`src/l1_axi_pkg.sv`:
```
/*
 * Shared widths, AXI attribute codes, bundles and FSM states for the
 * L1-cache to AXI4 bridge. RTL and testbench refer to it by scoped names.
 */
`default_nettype none

package l1_axi_pkg;

    localparam int ADDR_BITS      = 32;
    localparam int LINE_BITS      = 256;
    localparam int LINE_BYTES     = LINE_BITS / 8;    // One strobe bit per byte
    localparam logic [2:0] SIZE_LINE = 3'd5;          // 2**5 bytes per beat
    localparam logic [3:0] CACHE_WB_ALLOC = 4'b1111;  // Write-back, read and write allocate
    localparam logic [3:0] CACHE_DEVICE   = 4'b0000;  // Device, non-bufferable
    localparam int RESP_FAULT_BIT = 1;                // SLVERR and DECERR both set it

    // Line request from the cache
    typedef struct packed {
        logic                  valid;
        logic                  write;
        logic                  cached;
        logic                  path;    // 0 = data, 1 = instruction
        logic [ADDR_BITS-1:0]  addr;
        logic [LINE_BYTES-1:0] strob;
        logic [LINE_BITS-1:0]  data;
    } mem_req_t;

    // Single-cycle answer to the cache
    typedef struct packed {
        logic                 valid;
        logic                 path;
        logic [LINE_BITS-1:0] data;
        logic                 load_fault;
        logic                 store_fault;
    } mem_resp_t;

    // Shared by AR and AW
    typedef struct packed {
        logic [ADDR_BITS-1:0] addr;
        logic [2:0]           size;
        logic [3:0]           cache;
        logic [2:0]           prot;
    } axi_addr_t;

    typedef struct packed {
        logic [LINE_BITS-1:0]  data;
        logic [LINE_BYTES-1:0] strb;
    } axi_wr_t;

    typedef struct packed {
        logic                 valid;
        logic [LINE_BITS-1:0] data;
        logic                 fault;
    } rd_resp_t;

    typedef struct packed {
        logic valid;
        logic fault;
    } wr_resp_t;

    typedef enum logic [1:0] {rd_idle, rd_addr, rd_data} rd_state_e;
    typedef enum logic [1:0] {wr_idle, wr_addr, wr_data, wr_resp} wr_state_e;
    typedef enum logic {disp_idle, disp_busy} disp_state_e;

endpackage

`default_nettype wire

```
`src/axi_read_seq.sv`:
```
/*
 * AR/R sequencer for a single-beat line read. Started by a go pulse,
 * reports the line and its fault flag on the cycle the R beat lands.
 */
`timescale 1ns/100ps
`default_nettype none

module axi_read_seq (
    input  wire                          i_clk,
    input  wire                          i_nrst,
    input  wire                          i_go,
    input  wire l1_axi_pkg::axi_addr_t   i_addr,
    input  wire                          i_ar_ready,
    input  wire                          i_r_valid,
    input  wire                          i_r_last,
    input  wire [l1_axi_pkg::LINE_BITS-1:0] i_r_data,
    input  wire [1:0]                    i_r_resp,
    output logic                         o_ar_valid,
    output l1_axi_pkg::axi_addr_t        o_ar,
    output logic                         o_r_ready,
    output l1_axi_pkg::rd_resp_t         o_rd_resp
);

    l1_axi_pkg::rd_state_e state_q;
    logic                  beat_done;

    // R is single beat, so valid comes with last
    assign beat_done = (state_q == l1_axi_pkg::rd_data) && i_r_valid && i_r_last;

    always_ff @(posedge i_clk or negedge i_nrst) begin
        if (!i_nrst) begin
            state_q <= l1_axi_pkg::rd_idle;
        end else begin
            case (state_q)
                l1_axi_pkg::rd_idle: if (i_go) state_q <= l1_axi_pkg::rd_addr;
                l1_axi_pkg::rd_addr: if (i_ar_ready) state_q <= l1_axi_pkg::rd_data;
                l1_axi_pkg::rd_data: if (beat_done) state_q <= l1_axi_pkg::rd_idle;
                default:             state_q <= l1_axi_pkg::rd_idle;
            endcase
        end
    end

    assign o_ar_valid = (state_q == l1_axi_pkg::rd_addr);
    assign o_ar       = i_addr;   // Dispatcher keeps it stable until done
    assign o_r_ready  = (state_q == l1_axi_pkg::rd_data);

    always_comb begin
        o_rd_resp.valid = beat_done;
        o_rd_resp.data  = i_r_data;
        o_rd_resp.fault = i_r_resp[l1_axi_pkg::RESP_FAULT_BIT];
    end

endmodule

`default_nettype wire

```
`src/axi_write_seq.sv`:
```
/*
 * AW/W/B sequencer for a single-beat line write. Address and data are
 * offered together. W is held alone if the slave takes the address first,
 * and the B response fault flag is reported back as a one-cycle pulse.
 */
`timescale 1ns/100ps
`default_nettype none

module axi_write_seq (
    input  wire                        i_clk,
    input  wire                        i_nrst,
    input  wire                        i_go,
    input  wire l1_axi_pkg::axi_addr_t i_addr,
    input  wire l1_axi_pkg::axi_wr_t   i_wdata,
    input  wire                        i_aw_ready,
    input  wire                        i_w_ready,
    input  wire                        i_b_valid,
    input  wire [1:0]                  i_b_resp,
    output logic                       o_aw_valid,
    output l1_axi_pkg::axi_addr_t      o_aw,
    output logic                       o_w_valid,
    output logic                       o_w_last,
    output l1_axi_pkg::axi_wr_t        o_w,
    output logic                       o_b_ready,
    output l1_axi_pkg::wr_resp_t       o_wr_resp
);

    l1_axi_pkg::wr_state_e state_q;

    always_ff @(posedge i_clk or negedge i_nrst) begin
        if (!i_nrst) begin
            state_q <= l1_axi_pkg::wr_idle;
        end else begin
            case (state_q)
                l1_axi_pkg::wr_idle: begin
                    if (i_go) begin
                        state_q <= l1_axi_pkg::wr_addr;
                    end
                end
                l1_axi_pkg::wr_addr: begin
                    // Slave never takes W before AW
                    if (i_aw_ready) begin
                        state_q <= i_w_ready ? l1_axi_pkg::wr_resp : l1_axi_pkg::wr_data;
                    end
                end
                l1_axi_pkg::wr_data: begin
                    if (i_w_ready) begin
                        state_q <= l1_axi_pkg::wr_resp;
                    end
                end
                l1_axi_pkg::wr_resp: begin
                    if (i_b_valid) begin
                        state_q <= l1_axi_pkg::wr_idle;
                    end
                end
                default: state_q <= l1_axi_pkg::wr_idle;
            endcase
        end
    end

    assign o_aw_valid = (state_q == l1_axi_pkg::wr_addr);
    assign o_aw       = i_addr;
    assign o_w_valid  = (state_q == l1_axi_pkg::wr_addr) || (state_q == l1_axi_pkg::wr_data);
    assign o_w_last   = 1'b1;          // Lite-style slave, one beat per line
    assign o_w        = i_wdata;
    assign o_b_ready  = (state_q == l1_axi_pkg::wr_resp);

    always_comb begin
        o_wr_resp.valid = o_b_ready && i_b_valid;
        o_wr_resp.fault = i_b_resp[l1_axi_pkg::RESP_FAULT_BIT];
    end

endmodule

`default_nettype wire

```
`src/l1_axi_bridge.sv`:
```
/*
 * Bridge between the L1 cache memory port and an AXI4 master port.
 * One line request in flight, served by a read or a write sequencer.
 */
`timescale 1ns/100ps
`default_nettype none

module l1_axi_bridge (
    input  wire                             i_clk,
    input  wire                             i_nrst,
    input  wire l1_axi_pkg::mem_req_t       i_req,
    output logic                            o_req_ready,
    output l1_axi_pkg::mem_resp_t           o_resp,
    output logic                            o_ar_valid,
    output l1_axi_pkg::axi_addr_t           o_ar,
    input  wire                             i_ar_ready,
    output logic                            o_r_ready,
    input  wire                             i_r_valid,
    input  wire                             i_r_last,
    input  wire [l1_axi_pkg::LINE_BITS-1:0] i_r_data,
    input  wire [1:0]                       i_r_resp,
    output logic                            o_aw_valid,
    output l1_axi_pkg::axi_addr_t           o_aw,
    input  wire                             i_aw_ready,
    output logic                            o_w_valid,
    output logic                            o_w_last,
    output l1_axi_pkg::axi_wr_t             o_w,
    input  wire                             i_w_ready,
    output logic                            o_b_ready,
    input  wire                             i_b_valid,
    input  wire [1:0]                       i_b_resp
);

    logic                  rd_go;
    logic                  wr_go;
    l1_axi_pkg::axi_addr_t req_addr;
    l1_axi_pkg::axi_wr_t   req_wdata;
    l1_axi_pkg::rd_resp_t  rd_resp;
    l1_axi_pkg::wr_resp_t  wr_resp;

    l1_req_dispatch dispatch_inst (
        .i_clk      (i_clk),
        .i_nrst     (i_nrst),
        .i_req      (i_req),
        .i_rd_resp  (rd_resp),
        .i_wr_resp  (wr_resp),
        .o_req_ready(o_req_ready),
        .o_rd_go    (rd_go),
        .o_wr_go    (wr_go),
        .o_addr     (req_addr),
        .o_wdata    (req_wdata),
        .o_resp     (o_resp)
    );

    axi_read_seq read_seq_inst (
        .i_clk     (i_clk),
        .i_nrst    (i_nrst),
        .i_go      (rd_go),
        .i_addr    (req_addr),
        .i_ar_ready(i_ar_ready),
        .i_r_valid (i_r_valid),
        .i_r_last  (i_r_last),
        .i_r_data  (i_r_data),
        .i_r_resp  (i_r_resp),
        .o_ar_valid(o_ar_valid),
        .o_ar      (o_ar),
        .o_r_ready (o_r_ready),
        .o_rd_resp (rd_resp)
    );

    axi_write_seq write_seq_inst (
        .i_clk     (i_clk),
        .i_nrst    (i_nrst),
        .i_go      (wr_go),
        .i_addr    (req_addr),
        .i_wdata   (req_wdata),
        .i_aw_ready(i_aw_ready),
        .i_w_ready (i_w_ready),
        .i_b_valid (i_b_valid),
        .i_b_resp  (i_b_resp),
        .o_aw_valid(o_aw_valid),
        .o_aw      (o_aw),
        .o_w_valid (o_w_valid),
        .o_w_last  (o_w_last),
        .o_w       (o_w),
        .o_b_ready (o_b_ready),
        .o_wr_resp (wr_resp)
    );

endmodule

`default_nettype wire

```
`src/l1_req_dispatch.sv`:
```
/*
 * Takes one cache line request at a time, latches it together with its
 * AXI attributes and kicks the read or write sequencer. The sequencer
 * result is folded back into the cache response in the same cycle.
 */
`timescale 1ns/100ps
`default_nettype none

module l1_req_dispatch (
    input  wire                     i_clk,
    input  wire                     i_nrst,
    input  wire l1_axi_pkg::mem_req_t i_req,
    input  wire l1_axi_pkg::rd_resp_t i_rd_resp,
    input  wire l1_axi_pkg::wr_resp_t i_wr_resp,
    output logic                    o_req_ready,
    output logic                    o_rd_go,
    output logic                    o_wr_go,
    output l1_axi_pkg::axi_addr_t   o_addr,
    output l1_axi_pkg::axi_wr_t     o_wdata,
    output l1_axi_pkg::mem_resp_t   o_resp
);

    l1_axi_pkg::disp_state_e state_q;
    l1_axi_pkg::axi_addr_t   addr_q;
    l1_axi_pkg::axi_wr_t     wdata_q;
    logic                    path_q;
    logic                    rd_go_q;
    logic                    wr_go_q;
    logic                    accept;
    logic                    done;

    assign o_req_ready = (state_q == l1_axi_pkg::disp_idle);
    assign accept      = i_req.valid && o_req_ready;
    assign done        = i_rd_resp.valid || i_wr_resp.valid;

    always_ff @(posedge i_clk or negedge i_nrst) begin
        if (!i_nrst) begin
            state_q <= l1_axi_pkg::disp_idle;
            rd_go_q <= 1'b0;
            wr_go_q <= 1'b0;
        end else begin
            rd_go_q <= accept && !i_req.write;   // One-cycle kick
            wr_go_q <= accept && i_req.write;
            case (state_q)
                l1_axi_pkg::disp_idle: begin
                    if (accept) begin
                        state_q <= l1_axi_pkg::disp_busy;
                    end
                end
                l1_axi_pkg::disp_busy: begin
                    if (done) begin
                        state_q <= l1_axi_pkg::disp_idle;   // Ready again next cycle
                    end
                end
                default: state_q <= l1_axi_pkg::disp_idle;
            endcase
        end
    end

    // Request payload, held stable while the sequencer runs
    always_ff @(posedge i_clk) begin
        if (accept) begin
            path_q      <= i_req.path;
            addr_q.addr <= i_req.addr;
            addr_q.size <= l1_axi_pkg::SIZE_LINE;
            addr_q.cache <= i_req.cached ? l1_axi_pkg::CACHE_WB_ALLOC
                                         : l1_axi_pkg::CACHE_DEVICE;
            addr_q.prot <= {i_req.path, 2'b00};   // Instruction flag, secure, unprivileged
            if (i_req.write) begin
                wdata_q.data <= i_req.data;
                wdata_q.strb <= i_req.strob;
            end else begin
                wdata_q <= '0;
            end
        end
    end

    assign o_rd_go = rd_go_q;
    assign o_wr_go = wr_go_q;
    assign o_addr  = addr_q;
    assign o_wdata = wdata_q;

    // Response pulse follows the sequencer handshake directly
    always_comb begin
        o_resp.valid       = (state_q == l1_axi_pkg::disp_busy) && done;
        o_resp.path        = path_q;
        o_resp.data        = i_rd_resp.data;
        o_resp.load_fault  = i_rd_resp.valid && i_rd_resp.fault;
        o_resp.store_fault = i_wr_resp.valid && i_wr_resp.fault;
    end

endmodule

`default_nettype wire

```
`config.mk`:
```
export PLATFORM = sky130hd
export DESIGN_NAME = l1_axi_bridge
export DESIGN_NICKNAME = d
export VERILOG_FILES = /design/src/l1_axi_pkg.sv /design/src/axi_read_seq.sv /design/src/axi_write_seq.sv /design/src/l1_axi_bridge.sv /design/src/l1_req_dispatch.sv
export SDC_FILE = /design/constraint.sdc
export NUM_CORES = 1
export LEC_CHECK = 0
export BUFFER_PORTS_ARGS = -buffer_cell sky130_fd_sc_hd__buf_2
export CAP_MARGIN = 40
export CORE_AREA = 2 2 481 483
export CTS_CLUSTER_SIZE = 20
export DETAILED_ROUTE_END_ITERATION = 7
export DIE_AREA = 0 0 483 485
export MAX_ROUTING_LAYER = met4
export PLACE_DENSITY_LB_ADDON = 0.2
export SYNTH_ARGS = -nofsm -noshare
export SYNTH_HDL_FRONTEND = slang
export SYNTH_SLANG_ARGS = --single-unit
```
`constraint.sdc`:
```
create_clock -name i_clk -period 16.15 [get_ports i_clk]
set_clock_uncertainty 0.2 [all_clocks]
set_input_delay 3.23 -clock i_clk [delete_from_list [all_inputs] [get_ports i_clk]]
set_output_delay 3.23 -clock i_clk [all_outputs]
set_load 0.05 [all_outputs]
```
-- Word level (Yosys, flattened, before mapping)
Cells that the tools add are included.
- register bits: 332
- input port bits: 592
- output and inout bits: 639
- word-level logic and storage cells: 53
- eq/ne operators: 12
- multiplexer cells: 14
- bitwise logic cells: 1
- reduce and logical (&&, ||, !) cells: 16
- operators by type and width (kind ; count):
    2-bit two-way mux ; 7
    1-bit logical AND ; 9
    2-bit != test, second input constant ; 4
    2-bit case mux with 4 select lines ; 1
    2-bit == test, second input constant ; 3
    2-bit by 1-bit != test with 1-bit output, second input constant ; 3
    2-bit case mux with 3 select lines ; 1
    2-bit by 1-bit == test with 1-bit output, second input constant ; 2
    2-bit logical NOT ; 2
    4-bit two-way mux ; 1
    4-bit AND reduction ; 1
    1-bit two-way mux ; 3
    3-bit AND reduction ; 1
    1-bit logical OR ; 2
    1-bit case mux with 2 select lines ; 1
    1-bit logical NOT ; 1
    1-bit inverter ; 1

-- Depth between registers and ports, before layout
- word-level depth: 6
- mapped depth: 6
- gate-level depth less buffers: 6

-- Modules after synthesis
From an unflattened synthesis, not the netlist that was laid out.
- cells, all modules: 1586
- area total of the unflattened synthesis: 18919.4 um2
- modules (own cells, without submodules) (module ; instances ; cells each ; area an instance (um2) ; seq. area each (um2)):
    l1_req_dispatch ; 1 ; 922 ; 13839.5 ; 9744.3
    axi_write_seq ; 1 ; 354 ; 2721.4 ; 50.0
    axi_read_seq ; 1 ; 310 ; 2358.5 ; 50.0

-- Worst setup path before layout
No wires, ideal clock.
- kind: input port to flip-flop
- from: in i_req[323] (netlist name)
- to: reg dispatch_inst.wr_go_q (netlist: dispatch_inst.o_wr_go)
- setup time: 0.149 ns
- data arrival time: 18.103 ns
- required time: 15.801 ns
- setup slack: -2.302 ns
- cell stages on the path: 2
- buffers on the path: 0
- cells stage by stage: nor2b_1 -> and2_1
- longest elaborated chain between the ends: 2
- ends and longest elaborated chain (element ; RTL line ; text):
    from (decl) ; l1_axi_bridge.sv:11 ; input wire l1_axi_pkg::mem_req_t i_req,
    1-bit logical AND ; l1_req_dispatch.sv:33 ; assign accept = i_req.valid && o_req_ready;
    1-bit logical AND ; l1_req_dispatch.sv:43 ; wr_go_q <= accept && i_req.write;
    to (signal assigned) ; l1_req_dispatch.sv:43 ;
    to (decl) ; l1_req_dispatch.sv:28 ; logic wr_go_q;
Every way passes these cells.
A chain may end at the register's enable or synchronous reset.

==> impl_metrics.sql <==
INSERT INTO impl_metrics (metric_group, metric, value, unit) VALUES
('min_path', 'min-delay-start', 'read_seq_inst.state_q[1]', ''),
('die', 'start_util', '6.270', '%'),
('synthesis', 'netlist_instances', '992', ''),
('die', 'fp.coreArea', '229000', 'um^2'),
('die', 'row_count', '176', ''),
('outcome', 'status', 'complete, no violations', ''),
('placement', 'routabilityCongestion', '0.7495', ''),
('sta', 'tightest_slew', '1002', 'ps'),
('global_route', 'grt_overflow', '0', ''),
('critical_path', 'cp-start-kind', 'input port', ''),
('layout', 'layoutNonFillerInstCount', '4485', ''),
('power', 'ir_worst_vdd', '0.07768', 'mV'),
('synthesis', 'synth.area.top_cells', 'sky130_fd_sc_hd__edfxtp_1, sky130_fd_sc_hd__buf_4, sky130_fd_sc_hd__and2_1', ''),
('cts', 'htree_num_levels', '2', ''),
('sta', 'grt_setup_unrepaired', 'no', ''),
('die', 'die_height', '485', 'um'),
('critical_path', 'crit_path_top_delay_cell', 'sky130_fd_sc_hd__buf_2', ''),
('sta', 'timing.fmax', '0.1331', 'GHz'),
('die', 'total_die_area', '234300', 'um^2'),
('die', 'top_level_i_o_count', '1231', ''),
('global_route', 'initial_antenna_violation_count', '33', ''),
('layout', 'finalNetCount', '2020', ''),
('placement', 'pre_cts_slack', '8625', 'ps'),
('sta', 'final-hold-violation-count', '0', ''),
('critical_path', 'reg2reg_setup_slack', '12790', 'ps'),
('critical_path', 'critPathMostFrequentCell', 'sky130_fd_sc_hd__buf_2', ''),
('layout', 'syn2layout_area_growth', '45.40', '%'),
('detailed_routing', 'routed-via-count', '9168', ''),
('min_path', 'hold_end', 'read_seq_inst.state_q[0]', ''),
('detailed_routing', 'detail_route.drc_violations', '0', ''),
('cts', 'clkSinkCount', '329', ''),
('synthesis', 'mappedNetlistArea', '14360', 'um^2'),
('layout', 'layout-drive-gt1-share', '53.78', '%'),
('synthesis', 'yosysUniqueCellTypes', '25', ''),
('global_route', 'grtUsageTotal', '8.398', '%'),
('min_path', 'hold-path-cell-count', '1', ''),
('placement', 'port_bufs', '705', ''),
('critical_path', 'worstPathCellList', 'buf_2 -> a32oi_1 -> nor2_1 -> buf_2', ''),
('cts', 'clk_transition_reported_paths', '50', 'ps'),
('sta', 'max_slew_margin', '33.23', '%'),
('critical_path', 'worst-endpoint-arrival', '4080', 'ps'),
('cts', 'worst_skew_pair_later_pin_latency', '620', 'ps'),
('cts', 'clock_tree.root_cell', 'sky130_fd_sc_hd__clkbuf_16', ''),
('critical_path', 'timing.setup.critical_path_class', 'input port to output pin', ''),
('cts', 'cts.repair.resized', '0', ''),
('power', 'leakagePower', '7.666', 'nW'),
('sta', 'timing.final.crit_share', '46.50', '%'),
('detailed_routing', 'routed_via_density', '2.044', ''),
('power', 'powerDensity', '152.8', 'nW/um^2'),
('global_route', 'grt_pass1_wl', '121200', 'um'),
('synthesis', 'number_of_synthesized_register_bits', '329', ''),
('global_route', 'maximum_number_of_pins_on_one_net_before_global_route_repair', '135', ''),
('sta', 'max_slew_vio_count', '0', ''),
('cts', 'clock_path_buffers', '3', ''),
('placement', 'placed_cells', '4400', ''),
('sta', 'setup_viol_count_final', '0', ''),
('sta', 'shortest_clock_period_the_worst_path_allows_after_layout', '7510', 'ps'),
('cts', 'tritoncts_clock_tree', 'yes', ''),
('placement', 'dpl.hpwl', '84510', 'um'),
('sta', 'layout_setup_ws', '8640', 'ps'),
('critical_path', 'timing.critical_path.fanout_max', '3', ''),
('die', 'die_x', '483', 'um'),
('critical_path', 'critPathLaunch', 'i_r_last', ''),
('critical_path', 'timing.critical_path.slowest_cell_delay', '330', 'ps'),
('sta', 'worst_hold_slack', '259.1', 'ps'),
('critical_path', 'worstPathRequired', '12720', 'ps'),
('cts', 'cts-hold-fix-buffers', '0', ''),
('synthesis', 'synth.yosys.warnings', '0', ''),
('detailed_routing', 'totalWireLength', '99500', 'um'),
('detailed_routing', 'drtPass1Iterations', '4', ''),
('cts', 'cts_buffers', '47', '');
[logic make-up after synthesis]
kind of cell	Yosys count	synth area share, %
flip-flops	329	68.55
other	2	0.05230
AO/OA/AOI/OAI	9	0.5925
buffers and inverters	345	17.20
adder cells (fa/ha/maj)	5	0.4357
AND/OR/NAND/NOR	302	13.17
[metrics by stage]
| stage | total power [W] | instance area, um^2 |
|---|---|---|
| 2_1_floorplan | 0.002079 | 14400 |
| 3_3_place_gp | 0.002178 | 19340 |
| 3_5_place_dp | 0.002179 | 19370 |
| 4_1_cts | 0.003301 | 20870 |
| 5_1_grt | 0.003341 | 20870 |
| 6_report | 0.003191 | 20880 |
[final cells by class]
class / count / area (um^2)
Fill cell: 26560 / 208100
Sequential cell: 329 / 9844
Tap cell: 3026 / 3786
Timing Repair Buffer: 714 / 3637
Multi-Input combinational cell: 327 / 2087
Clock buffer: 61 / 1250
Clock inverter: 21 / 251.5
Inverter: 4 / 15.01
Antenna cell: 3 / 7.507
[layer usage]
metal	track usage (%)	up-vias	share of wire (%)
li1	-	3893	-
met4	3.518	0	4.7
met2	16.54	837	57
met1	5.553	4203	24
met3	5.305	235	14
met5	-	-	0
[how the worst max path moves through the flow]
stage	end	slack [ps]	cells after the start
4_1_cts	o_resp[259]	8620	4
2_1_floorplan	dispatch_inst.o_addr[10]	3860	1
6_report	o_resp[259]	8640	4
5_1_grt	o_resp[259]	8640	4
3_5_place_dp	o_resp[259]	8630	4
3_3_place_gp	o_resp[259]	8630	4
[where the power goes]
part,leakage (nW),switching [W],internal (W),total [W]
Combinational,3.80,0.000785,0.000170,0.000955
Clock,0.725,0.000442,0.000623,0.00106
Sequential,3.14,0.0000489,0.00112,0.00117
Total,7.67,0.00128,0.00192,0.00319
[worst max-delay path, delay by kind of cell]
kind                   cells  cell delay, ps
and+or+nand+nor            1             270
AOI/OAI and AO/OA          1             120
buffers and inverters      2             450
[cells in the mapped netlist (all sizes together)]
library cell and count:
a2111oi 1, a211oi 2, a21o 1, a22o 1, a22oi 1, a32oi 1, and2 289, and3 1
and4 1, buf 310, clkbuf 31, conb 2, dfrtp 7, edfxtp 322, ha 5, inv 4
nand2 2, nor2 2, nor2b 7, o21ai 2
[registers in the layout (all words and copies together) (netlist names)]
name / flops
write_seq_inst.state_q: 2
dispatch_inst.o_addr: 33
dispatch_inst.o_wr_go: 1
dispatch_inst.state_q: 1
dispatch_inst.path_q: 1
read_seq_inst.state_q: 2
dispatch_inst.o_rd_go: 1
dispatch_inst.o_wdata: 288
No activity file was read; power rests on OpenSTA's default activity.
